### src/logic/mb_encode_pkg.sv
/*
 * Intra block encoder shared definitions
 * Block sizes, pixel and level types, output beat layout
 */
`default_nettype none

package mb_encode_pkg;

    // Block geometry
    localparam int MB_DIM      = 4;
    localparam int MB_PIX      = MB_DIM * MB_DIM;
    localparam int PIX_W       = 8;
    localparam int MAX_MB_COLS = 8;
    localparam int MAX_MB_ROWS = 8;
    localparam int POS_W       = $clog2(MAX_MB_COLS > MAX_MB_ROWS ? MAX_MB_COLS : MAX_MB_ROWS);
    localparam int DIM_W       = POS_W + 1;
    localparam int QSHIFT_W    = 2;
    localparam int NZ_W        = 5;

    // --------------------------------------------------
    // Output beat layout
    // --------------------------------------------------
    localparam int BEAT_W       = 64;
    localparam int BEATS_PER_MB = 3;
    localparam int BEAT_CNT_W   = 2;
    localparam int B2_PRED_LSB  = 0;
    localparam int B2_NZ_LSB    = 8;
    localparam int B2_X_LSB     = 16;
    localparam int B2_Y_LSB     = 24;

    typedef logic [PIX_W-1:0]        pixel_t;
    typedef logic signed [PIX_W-1:0] level_t;
    typedef pixel_t [MB_PIX-1:0]     block_t;
    typedef level_t [MB_PIX-1:0]     level_blk_t;
    typedef pixel_t [MB_DIM-1:0]     edge_t;

    // Neighbour defaults outside the frame
    localparam pixel_t EDGE_TOP  = 8'd127;
    localparam pixel_t EDGE_LEFT = 8'd129;

endpackage

`default_nettype wire

### src/logic/mb_if.sv
/*
 * Block and job interfaces of the block encoder
 * mb_block_if carries the issued block and its neighbours
 * while mb_job_if carries the quantized result to the packer
 */
`default_nettype none

interface mb_block_if import mb_encode_pkg::*; ();

    logic                start;
    block_t              pix;
    logic [POS_W-1:0]    x;
    logic [POS_W-1:0]    y;
    edge_t               top;
    edge_t               left;
    logic [QSHIFT_W-1:0] qshift;

    modport ctrl  (output start, pix, x, y, qshift);
    modport store (input x, y, output top, left);
    modport exec  (input start, pix, x, y, top, left, qshift);

endinterface

interface mb_job_if import mb_encode_pkg::*; ();

    logic             valid;
    level_blk_t       levels;
    block_t           recon;
    pixel_t           pred;
    logic [NZ_W-1:0]  nz;
    logic [POS_W-1:0] x;
    logic [POS_W-1:0] y;
    logic             done;

    modport exec    (output valid, levels, recon, pred, nz, x, y);
    modport result  (input valid, levels, pred, nz, x, y, output done);
    // Neighbour store snoops the reconstruction
    modport monitor (input valid, recon, x);
    modport ctrl    (input done);

endinterface

`default_nettype wire

### src/logic/mb_dc_quant.sv
/*
 * DC prediction and quantizer of the block encoder
 * Two-stage pipeline where stage 1 predicts and stage 2
 * quantizes, reconstructs and counts nonzero levels
 */
`default_nettype none

module mb_dc_quant
    import mb_encode_pkg::*;
(
    input  logic     clk,
    input  logic     rst_n,
    mb_block_if.exec blk,
    mb_job_if.exec   job
);

    logic [PIX_W+2:0] edge_sum;
    pixel_t           pred_c;
    logic             s1_valid;
    pixel_t           s1_pred;
    block_t           s1_pix;
    logic [POS_W-1:0] s1_x;
    logic [POS_W-1:0] s1_y;
    level_blk_t       lvl_c;
    block_t           rec_c;
    logic [NZ_W-1:0]  nz_c;

    function automatic level_t quant_pix(pixel_t p, pixel_t pr, logic [QSHIFT_W-1:0] qs);
        logic signed [PIX_W:0] diff;
        diff = $signed({1'b0, p}) - $signed({1'b0, pr});
        diff = diff >>> qs;
        // Saturate to the level range
        if (diff > 9'sd127) begin
            return 8'sd127;
        end
        if (diff < -9'sd128) begin
            return -8'sd128;
        end
        return level_t'(diff);
    endfunction

    function automatic pixel_t recon_pix(level_t lv, pixel_t pr, logic [QSHIFT_W-1:0] qs);
        logic signed [PIX_W+3:0] val;
        val = $signed({4'b0, pr}) + ($signed({{4{lv[PIX_W-1]}}, lv}) <<< qs);
        if (val < 0) begin
            return '0;
        end
        if (val > 255) begin
            return 8'd255;
        end
        return val[PIX_W-1:0];
    endfunction

    // --------------------------------------------------
    // Stage 1 DC prediction
    // --------------------------------------------------
    always_comb begin
        edge_sum = '0;
        for (int i = 0; i < MB_DIM; i++) begin
            edge_sum = edge_sum + blk.top[i] + blk.left[i];
        end
        pred_c = pixel_t'((edge_sum + 4) >> 3);
    end

    always_ff @(posedge clk) begin
        s1_pred <= pred_c;
        s1_pix  <= blk.pix;
        s1_x    <= blk.x;
        s1_y    <= blk.y;
    end

    // --------------------------------------------------
    // Stage 2 quantization and reconstruction
    // --------------------------------------------------
    always_comb begin
        nz_c = '0;
        for (int i = 0; i < MB_PIX; i++) begin
            lvl_c[i] = quant_pix(s1_pix[i], s1_pred, blk.qshift);
            rec_c[i] = recon_pix(lvl_c[i], s1_pred, blk.qshift);
            nz_c     = nz_c + NZ_W'(lvl_c[i] != '0);
        end
    end

    always_ff @(posedge clk) begin
        job.levels <= lvl_c;
        job.recon  <= rec_c;
        job.pred   <= s1_pred;
        job.nz     <= nz_c;
        job.x      <= s1_x;
        job.y      <= s1_y;
    end

    always_ff @(posedge clk or negedge rst_n) begin
        if (!rst_n) begin
            s1_valid  <= 1'b0;
            job.valid <= 1'b0;
        end else begin
            s1_valid  <= blk.start;
            job.valid <= s1_valid;
        end
    end

endmodule

`default_nettype wire

### src/logic/mb_encode_top.sv
/*
 * Intra block encoder top level
 * Scan controller, DC quantizer, neighbour store and packer
 */
`default_nettype none

module mb_encode_top
    import mb_encode_pkg::*;
(
    input  logic                clk,
    input  logic                rst_n,
    input  logic                start,
    input  logic [DIM_W-1:0]    mb_cols,
    input  logic [DIM_W-1:0]    mb_rows,
    input  logic [QSHIFT_W-1:0] qshift,
    input  block_t              in_data,
    input  logic                in_empty,
    output logic                in_rd,
    input  logic                out_full,
    output logic                out_wr,
    output logic [BEAT_W-1:0]   out_data,
    output logic                done
);

    mb_block_if blk_if ();
    mb_job_if   job_if ();

    mb_scan_ctrl u_scan_ctrl (
        .clk      ( clk      ),
        .rst_n    ( rst_n    ),
        .start    ( start    ),
        .mb_cols  ( mb_cols  ),
        .mb_rows  ( mb_rows  ),
        .in_empty ( in_empty ),
        .in_data  ( in_data  ),
        .qshift   ( qshift   ),
        .in_rd    ( in_rd    ),
        .done     ( done     ),
        .blk      ( blk_if   ),
        .job      ( job_if   )
    );

    mb_neighbor_store u_neighbor_store (
        .clk   ( clk    ),
        .rst_n ( rst_n  ),
        .blk   ( blk_if ),
        .job   ( job_if )
    );

    mb_dc_quant u_dc_quant (
        .clk   ( clk    ),
        .rst_n ( rst_n  ),
        .blk   ( blk_if ),
        .job   ( job_if )
    );

    mb_result_pack u_result_pack (
        .clk      ( clk      ),
        .rst_n    ( rst_n    ),
        .out_full ( out_full ),
        .out_wr   ( out_wr   ),
        .out_data ( out_data ),
        .job      ( job_if   )
    );

endmodule

`default_nettype wire

### src/logic/mb_neighbor_store.sv
/*
 * Neighbour store of the block encoder
 * Keeps the left column and a top-row line buffer from the
 * reconstruction and applies the frame edge defaults
 */
`default_nettype none

module mb_neighbor_store
    import mb_encode_pkg::*;
(
    input  logic        clk,
    input  logic        rst_n,
    mb_block_if.store   blk,
    mb_job_if.monitor   job
);

    edge_t left_q;
    edge_t top_line [MAX_MB_COLS];
    edge_t recon_col;
    edge_t recon_row;

    // Right column and bottom row of the finished block
    always_comb begin
        for (int i = 0; i < MB_DIM; i++) begin
            recon_col[i] = job.recon[i * MB_DIM + (MB_DIM - 1)];
            recon_row[i] = job.recon[(MB_DIM - 1) * MB_DIM + i];
        end
    end

    always_ff @(posedge clk or negedge rst_n) begin
        if (!rst_n) begin
            left_q <= {MB_DIM{EDGE_LEFT}};
        end else if (job.valid) begin
            left_q <= recon_col;
        end
    end

    // One top row per block column
    always_ff @(posedge clk) begin
        if (job.valid) begin
            top_line[job.x] <= recon_row;
        end
    end

    // --------------------------------------------------
    // Neighbours for the current block
    // --------------------------------------------------
    assign blk.left = (blk.x == '0) ? {MB_DIM{EDGE_LEFT}} : left_q;
    assign blk.top  = (blk.y == '0) ? {MB_DIM{EDGE_TOP}} : top_line[blk.x];

endmodule

`default_nettype wire

### src/logic/mb_result_pack.sv
/*
 * Beat packer of the block encoder
 * Serializes one job into three output FIFO beats and
 * stalls while the FIFO is full
 */
`default_nettype none

module mb_result_pack
    import mb_encode_pkg::*;
(
    input  logic              clk,
    input  logic              rst_n,
    input  logic              out_full,
    output logic              out_wr,
    output logic [BEAT_W-1:0] out_data,
    mb_job_if.result          job
);

    logic [BEAT_W-1:0]     beat_q [BEATS_PER_MB];
    logic [BEAT_W-1:0]     info_beat;
    logic [BEAT_CNT_W-1:0] beat_cnt;
    logic                  busy;
    logic                  issue;
    logic                  last_beat;

    // Prediction, count and position beat
    always_comb begin
        info_beat = '0;
        info_beat[B2_PRED_LSB +: PIX_W] = job.pred;
        info_beat[B2_NZ_LSB +: NZ_W]    = job.nz;
        info_beat[B2_X_LSB +: POS_W]    = job.x;
        info_beat[B2_Y_LSB +: POS_W]    = job.y;
    end

    always_ff @(posedge clk) begin
        if (job.valid) begin
            beat_q[0] <= job.levels[MB_PIX/2-1:0];
            beat_q[1] <= job.levels[MB_PIX-1:MB_PIX/2];
            beat_q[2] <= info_beat;
        end
    end

    // Full is sampled at the edge that launches the write
    assign issue = busy && !out_full;

    always_ff @(posedge clk or negedge rst_n) begin
        if (!rst_n) begin
            busy      <= 1'b0;
            beat_cnt  <= '0;
            out_wr    <= 1'b0;
            last_beat <= 1'b0;
            job.done  <= 1'b0;
        end else begin
            out_wr    <= issue;
            last_beat <= 1'b0;
            job.done  <= last_beat;
            if (issue) begin
                if (beat_cnt == BEAT_CNT_W'(BEATS_PER_MB - 1)) begin
                    busy      <= 1'b0;
                    beat_cnt  <= '0;
                    last_beat <= 1'b1;
                end else begin
                    beat_cnt <= beat_cnt + 1'b1;
                end
            end else if (job.valid) begin
                busy <= 1'b1;
            end
        end
    end

    always_ff @(posedge clk) begin
        if (issue) begin
            out_data <= beat_q[beat_cnt];
        end
    end

endmodule

`default_nettype wire

### src/logic/mb_scan_ctrl.sv
/*
 * Scan controller of the block encoder
 * Walks the frame in raster order, pops blocks from the
 * input FIFO and issues them one at a time
 */
`default_nettype none

module mb_scan_ctrl
    import mb_encode_pkg::*;
(
    input  logic                clk,
    input  logic                rst_n,
    input  logic                start,
    input  logic [DIM_W-1:0]    mb_cols,
    input  logic [DIM_W-1:0]    mb_rows,
    input  logic                in_empty,
    input  block_t              in_data,
    input  logic [QSHIFT_W-1:0] qshift,
    output logic                in_rd,
    output logic                done,
    mb_block_if.ctrl            blk,
    mb_job_if.ctrl              job
);

    typedef enum logic [5:0] {
        IDLE  = 6'b000001,
        READ  = 6'b000010,
        ISSUE = 6'b000100,
        WAIT  = 6'b001000,
        NEXT  = 6'b010000,
        DONE  = 6'b100000
    } state_t;

    state_t           state;
    state_t           state_nxt;
    block_t           pix_q;
    logic [POS_W-1:0] x_q;
    logic [POS_W-1:0] y_q;
    logic             last_col;
    logic             last_row;

    assign last_col = (DIM_W'(x_q) == mb_cols - 1'b1);
    assign last_row = (DIM_W'(y_q) == mb_rows - 1'b1);

    // --------------------------------------------------
    // Frame walk FSM
    // --------------------------------------------------
    always_ff @(posedge clk or negedge rst_n) begin
        if (!rst_n) begin
            state <= IDLE;
        end else begin
            state <= state_nxt;
        end
    end

    always_comb begin
        state_nxt = state;
        case (state)
            IDLE:    state_nxt = start ? READ : IDLE;
            READ:    state_nxt = in_empty ? READ : ISSUE;
            ISSUE:   state_nxt = WAIT;
            WAIT:    state_nxt = !job.done ? WAIT : ((last_col && last_row) ? DONE : NEXT);
            NEXT:    state_nxt = READ;
            DONE:    state_nxt = IDLE;
            default: state_nxt = IDLE;
        endcase
    end

    // Block position in raster order
    always_ff @(posedge clk or negedge rst_n) begin
        if (!rst_n) begin
            x_q <= '0;
            y_q <= '0;
        end else if (state == IDLE && start) begin
            x_q <= '0;
            y_q <= '0;
        end else if (state == NEXT) begin
            x_q <= last_col ? '0 : x_q + 1'b1;
            y_q <= last_col ? y_q + 1'b1 : y_q;
        end
    end

    always_ff @(posedge clk) begin
        if (in_rd) begin
            pix_q <= in_data;
        end
    end

    assign in_rd      = (state == READ) && !in_empty;
    assign done       = (state == DONE);
    assign blk.start  = (state == ISSUE);
    assign blk.pix    = pix_q;
    assign blk.x      = x_q;
    assign blk.y      = y_q;
    assign blk.qshift = qshift;

endmodule

`default_nettype wire

### config.mk
export PLATFORM = sky130hd
export DESIGN_NAME = mb_encode_top
export DESIGN_NICKNAME = d
export VERILOG_FILES = /design/src/logic/mb_encode_pkg.sv /design/src/logic/mb_if.sv /design/src/logic/mb_dc_quant.sv /design/src/logic/mb_encode_top.sv /design/src/logic/mb_neighbor_store.sv /design/src/logic/mb_result_pack.sv /design/src/logic/mb_scan_ctrl.sv
export SDC_FILE = /design/constraint.sdc
export NUM_CORES = 2
export LEC_CHECK = 0
export ABC_AREA = 1
export ABC_CLOCK_PERIOD_IN_PS = 9180
export BUFFER_PORTS_ARGS = -buffer_cell sky130_fd_sc_hd__buf_2
export CAP_MARGIN = 20
export CELL_PAD_IN_SITES_DETAIL_PLACEMENT = 0
export CELL_PAD_IN_SITES_GLOBAL_PLACEMENT = 1
export CORE_MARGIN = 4
export CORE_UTILIZATION = 50
export CTS_BUF_LIST = sky130_fd_sc_hd__clkbuf_8
export DETAILED_ROUTE_END_ITERATION = 7
export GPL_ROUTABILITY_DRIVEN = 0
export PLACE_DENSITY = 0.88
export SETUP_SLACK_MARGIN = 0.5
export SKIP_CTS_REPAIR_TIMING = 1
export SYNTH_ARGS = -nofsm -noshare
export SYNTH_HDL_FRONTEND = slang
export SYNTH_HIERARCHICAL = 1
export SYNTH_SLANG_ARGS = --single-unit
### constraint.sdc
create_clock -name clk -period 9.18 [get_ports clk]
set_input_delay 1.377 -clock clk [delete_from_list [all_inputs] [get_ports clk]]
set_output_delay 1.377 -clock clk [all_outputs]
set_load 0.05 [all_outputs]
Word-level counts from Yosys, hierarchy flattened
Memory sizes are Yosys's and may differ from the RTL's. A register that Yosys moved wholly into a read port is not among the register bits.
Index checks and enable logic that the tools add are counted.
- register bits after elaboration: 525
- bits in writable memories: 448
- bits of input ports: 143
- memories: 2
- add/subtract/negate cells: 51
- order comparisons: 46
- equality and inequality tests: 10
- shifts and indexed selects: 23
- mux-type cells: 182
- reductions and logical operators: 29
- memories (memory ; depth ; width ; rd ports ; clocked after Yosys merged registers in ; wr ports ; RTL line ; source):
    u_neighbor_store.top_line ; 8 ; 32 ; 1 ; 0 ; 1 ; mb_neighbor_store.sv:18 ; edge_t top_line [MAX_MB_COLS];
    u_result_pack.beat_q ; 3 ; 64 ; 1 ; 1 ; 3 ; mb_result_pack.sv:19 ; logic [BEAT_W-1:0] beat_q [BEATS_PER_MB];
- operators by type and width (kind ; number):
    two-way mux 8 bit ; 92
    > comparator 9 x 8 -> 1 bit (second input constant) ; 16
    < comparator 9 x 8 -> 1 bit (second input constant) ; 16
    >>> shifter 9 x 2 -> 9 bit ; 16
    subtractor 8 x 8 -> 9 bit ; 16
    nonzero test 8 bit ; 16
    adder 9 x 12 -> 12 bit ; 7
    > comparator 12 x 9 -> 1 bit (second input constant) ; 7
    < comparator 12 x 1 -> 1 bit (second input constant) ; 7
    <<< shifter 8 x 2 -> 12 bit ; 7
    two-way mux 1 bit ; 76
    adder 5 x 1 -> 5 bit ; 14
    adder 11 x 8 -> 11 bit ; 6
    two-way mux 32 bit ; 2
    one-hot mux 6 bit (5 select lines) ; 1
    two-way mux 3 bit ; 7
    two-way mux 6 bit ; 2
    adder 11 x 3 -> 11 bit (second input constant) ; 1
    adder 8 x 8 -> 9 bit ; 1
    equality test 3 x 4 -> 1 bit ; 2
    subtractor 4 x 1 -> 4 bit (second input constant) ; 2
    adder 3 x 1 -> 3 bit (second input constant) ; 2
    equality test 6 x 1 -> 1 bit (second input constant) ; 1
    equality test 6 x 2 -> 1 bit (second input constant) ; 1
    other kinds (14) ; 23

Depth between registers and ports, before layout
- depth in word-level cells: 23
- mapped depth: 28
- mapped depth without buffers: 28

Hierarchy
The synthesis kept the hierarchy.
- modules (own cells, without submodules) (module ; times used ; cells an instance ; area each (sq um) ; seq. area each (sq um)):
    mb_dc_quant ; 1 ; 4333 ; 30529.3 ; 8398.1
    mb_neighbor_store ; 1 ; 1019 ; 11609.9 ; 8498.2
    mb_result_pack ; 1 ; 468 ; 7597.3 ; 6486.2
    mb_scan_ctrl ; 1 ; 247 ; 4744.6 ; 4145.2

Least setup slack after synthesis
Ideal clock, no wire load.
- kind: in2out
- from: input port in_empty
- to: output port in_rd
- arrival: 7.261 ns
- required time: 7.803 ns
- setup slack: 0.542 ns
- cell stages on the path: 1
- buffers on the path: 0
- cell sequence: nor2_1
- cells in the longest elaborated chain, start to end: 2
- ends and longest elaborated chain (what ; RTL line ; source):
    start: declaration ; mb_encode_top.sv:17 ; input logic in_empty,
    logical NOT 1 bit ; mb_scan_ctrl.sv:89 ; assign in_rd = (state == READ) && !in_empty;
    logical AND 1 bit ; mb_scan_ctrl.sv:89 ;
    end: declaration ; mb_encode_top.sv:18 ; output logic in_rd,
No other way between the ends.

==> summary.md <==
| Metric | Value |
|---|---|
| Reg clk slew, reported paths | 0.06 ns |
| Max-cap violation count | 0 |
| I/O Buffers | 209 |
| TritonCTS Buffers | 157 |
| Via-per-instance ratio | 5.29 |
| Gate power share | 49.8% |
| Hold Violations, Final | 0 |
| Die W | 319 um |
| Int Pwr | 11.6 mW |
| Unrepaired setup endpoints after global routing | false |
| Core area | 95,400 um^2 |
| Max VDD drop | 0.000468 V |
| Global-route wire length before repair | 189,000 um |
| Setup Skew | 0.0512 ns |
| Slowest cell on crit path | dfxtp_1 |
| Layout cell share with drive strength beyond 1 | 10.9% |
| Buffers and inverters on the worst path | 4 |
| Crit path required time | 9.90 ns |
| Most frequent cells in the layout | nand2_1 (1,430), nand3_1 (961), edfxtp_1 (595) |
| DR vias | 35,900 |
| Vias in the first global route | 33,500 |
| DP HPWL | 86,600 um |
| Gr ovfl total | 0 |
| Initial antenna violation count | 18 |
| CTS tree | built |
| Total track usage | 23.8% |
| Final period util | 69.2% |
| Fmax | 157 MHz |
| Routed wire length | 123,000 um |
| Worst setup SP type | flop |
| I/O Pins | 210 |
| Syn avg cell area | 9.30 um^2 |
| Worst Tran Pin Value | 1.06 ns |
| Routed Antenna Nets | 0 |
| Slew Limit Fails | 0 |
| Setup TNS | 0 ns |
| Cell Area, Synth | 48,300 um^2 |
| Class of the tightest hold or removal check | flop to flop |
| Multi-input logic area | 19,100 um^2 |
| P&R area growth vs syn | 11.1% |
| Sequential Power Share | 31.3% |
| PD cells | 390 nW/um^2 |
| CP endpoint kind | flop |
| Post-layout utilization of the core | 56.2% |
| Net Count, Synth | 5,643 |
| First drt pass iteration count | 6 |
| Worst path arrival time | 7.08 ns |
| Post-Syn Instances | 5,194 |
| Clock network power share | 19.0% |
| Die Span Y | 319 um |
| CP most frequent cell | fa_1 |
| Crit-path max cell delay | 0.75 ns |
| Die area | 102,000 um^2 |
| GR Util met3 | 5.12% |
| Drt initial violations | 3,606 |
| Drc violations | 0 |
| Clock sink total | 992 |
| Starting Density | 50.6% |
| Root Driver | clkbuf_8 |
| Largest net degree at the start of global routing | 133 |
| Final #Nets | 5,830 |
| Tmin final | 6.36 ns |
| Clock Latency Late Sink | 0.86 ns |
| GR met1 Demand/Resource | 34.3% |
| Psw | 9.36 mW |
| Outcome | completed |
| GRT busiest layer | met2 |
| Drt wl/cell | 18.2 um |
| Setup Crit Path Kind | flop to flop |
| Final setup violation count | 0 |
| H-Tree Depth | 4 |
| FP Rows | 113 |
| Max clock buf depth | 3 |
| Yosys warns | 6 |
| Delay-heaviest family, CP | adder cells |
| Relative slew slack | 29.2% |
| Leakage | 24.2 nW |
| CP Max Fanout | 21 |
| Fill cells | 8,374 |
| Sw Share | 44.7% |
| Cells along the critical path | inv_1 > buf_4 > ha_1 > nand2_1 > nand3_1 > a21oi_4 > nand2_1 > nand2_1 > nand3_1 > nand2_1 > nor2_1 > nand3_1 > fa_1 > fa_1 > inv_1 > fa_1 > fa_1 > inv_1 > ha_1 > fa_1 > xor2_1 |
| Most common cell after layout, fill and taps aside | nand2_1 |
| Sequential cell area | 26,100 um^2 |
| Met2 GRT Util | 35.9% |
==> per-stage QoR <==
step / cells / hold WS, ns / power (mW) / worst slack [ns] / cell area [um^2]
after floorplan: 5194 / 0.310 / 13.9 / 0.542 / 48300
after global placement: 6487 / 0.313 / 16.6 / 2.34 / 50200
after detailed placement: 6487 / 0.314 / 16.8 / 2.34 / 50200
after CTS: 6781 / 0.320 / 20.9 / 2.84 / 53600
after global routing: 6782 / 0.332 / 22.6 / 2.49 / 53600
final: 6784 / 0.317 / 20.9 / 2.82 / 53600
==> final cells by class <==
class / count / share of cell area, %
antenna: 3 / 0.0140
clock buffer: 178 / 4.57
clock inverter: 116 / 1.82
inverter: 521 / 3.67
multi-input combinational: 3453 / 35.6
sequential: 992 / 48.7
tap: 1265 / 2.95
timing repair buffer: 256 / 2.68
==> worst paths after layout <==
kind / start / end / slack [ns] / cells after the start
worst max-delay path: u_dc_quant/s1_pred[3] / u_dc_quant/job.nz[2] / 2.82 / 21
worst min-delay path: u_scan_ctrl/blk.pix[60] / u_dc_quant/s1_pix[60] / 0.32 / 0
min in group asynchronous: rst_n / u_neighbor_store/left_q[25] / 0.68 / 2
worst max register to register: u_dc_quant/s1_pred[3] / u_dc_quant/job.nz[2] / 2.82 / 21
max in group asynchronous: rst_n / u_scan_ctrl/blk.x[0] / 7.89 / 2
worst min register to register: u_scan_ctrl/blk.pix[60] / u_dc_quant/s1_pix[60] / 0.32 / 0
==> per-layer routing <==
metal / wire length (um) / share of wire (%) / up-vias
met3: 9960 / 8.1 / 259
met4: 3970 / 3.2 / 10
met5: 66 / 0.053 / -
met2: 54300 / 44 / 1291
met1: 55100 / 45 / 16600
li1: - / - / 17700
==> sequential cells by signal, summed over array words and instances (netlist names), 2 cells and up <==
signal / flops
u_neighbor_store/top_line: 256
u_result_pack/beat_q: 147
u_dc_quant/job.levels: 128
u_dc_quant/s1_pix: 128
u_scan_ctrl/blk.pix: 128
u_result_pack/out_data: 64
u_dc_quant/job.recon: 56
u_neighbor_store/left_q: 32
u_dc_quant/job.pred: 8
u_dc_quant/s1_pred: 8
u_scan_ctrl/state: 6
u_dc_quant/job.nz: 5
u_dc_quant/job.x: 3
u_dc_quant/job.y: 3
u_dc_quant/s1_x: 3
u_dc_quant/s1_y: 3
u_scan_ctrl/blk.x: 3
u_scan_ctrl/blk.y: 3
u_result_pack/beat_cnt: 2
==> power by group through the flow <==
stage / registers, mW / clock network (mW) / logic [mW]
2_1_floorplan: 6.71 / 0 / 7.19
3_3_place_gp: 6.60 / 0 / 10.0
3_5_place_dp: 6.64 / 0 / 10.2
4_1_cts: 6.54 / 4.06 / 10.3
5_1_grt: 6.62 / 4.28 / 11.7
6_report: 6.54 / 3.97 / 10.4
(Power assumes the default switching activity.)
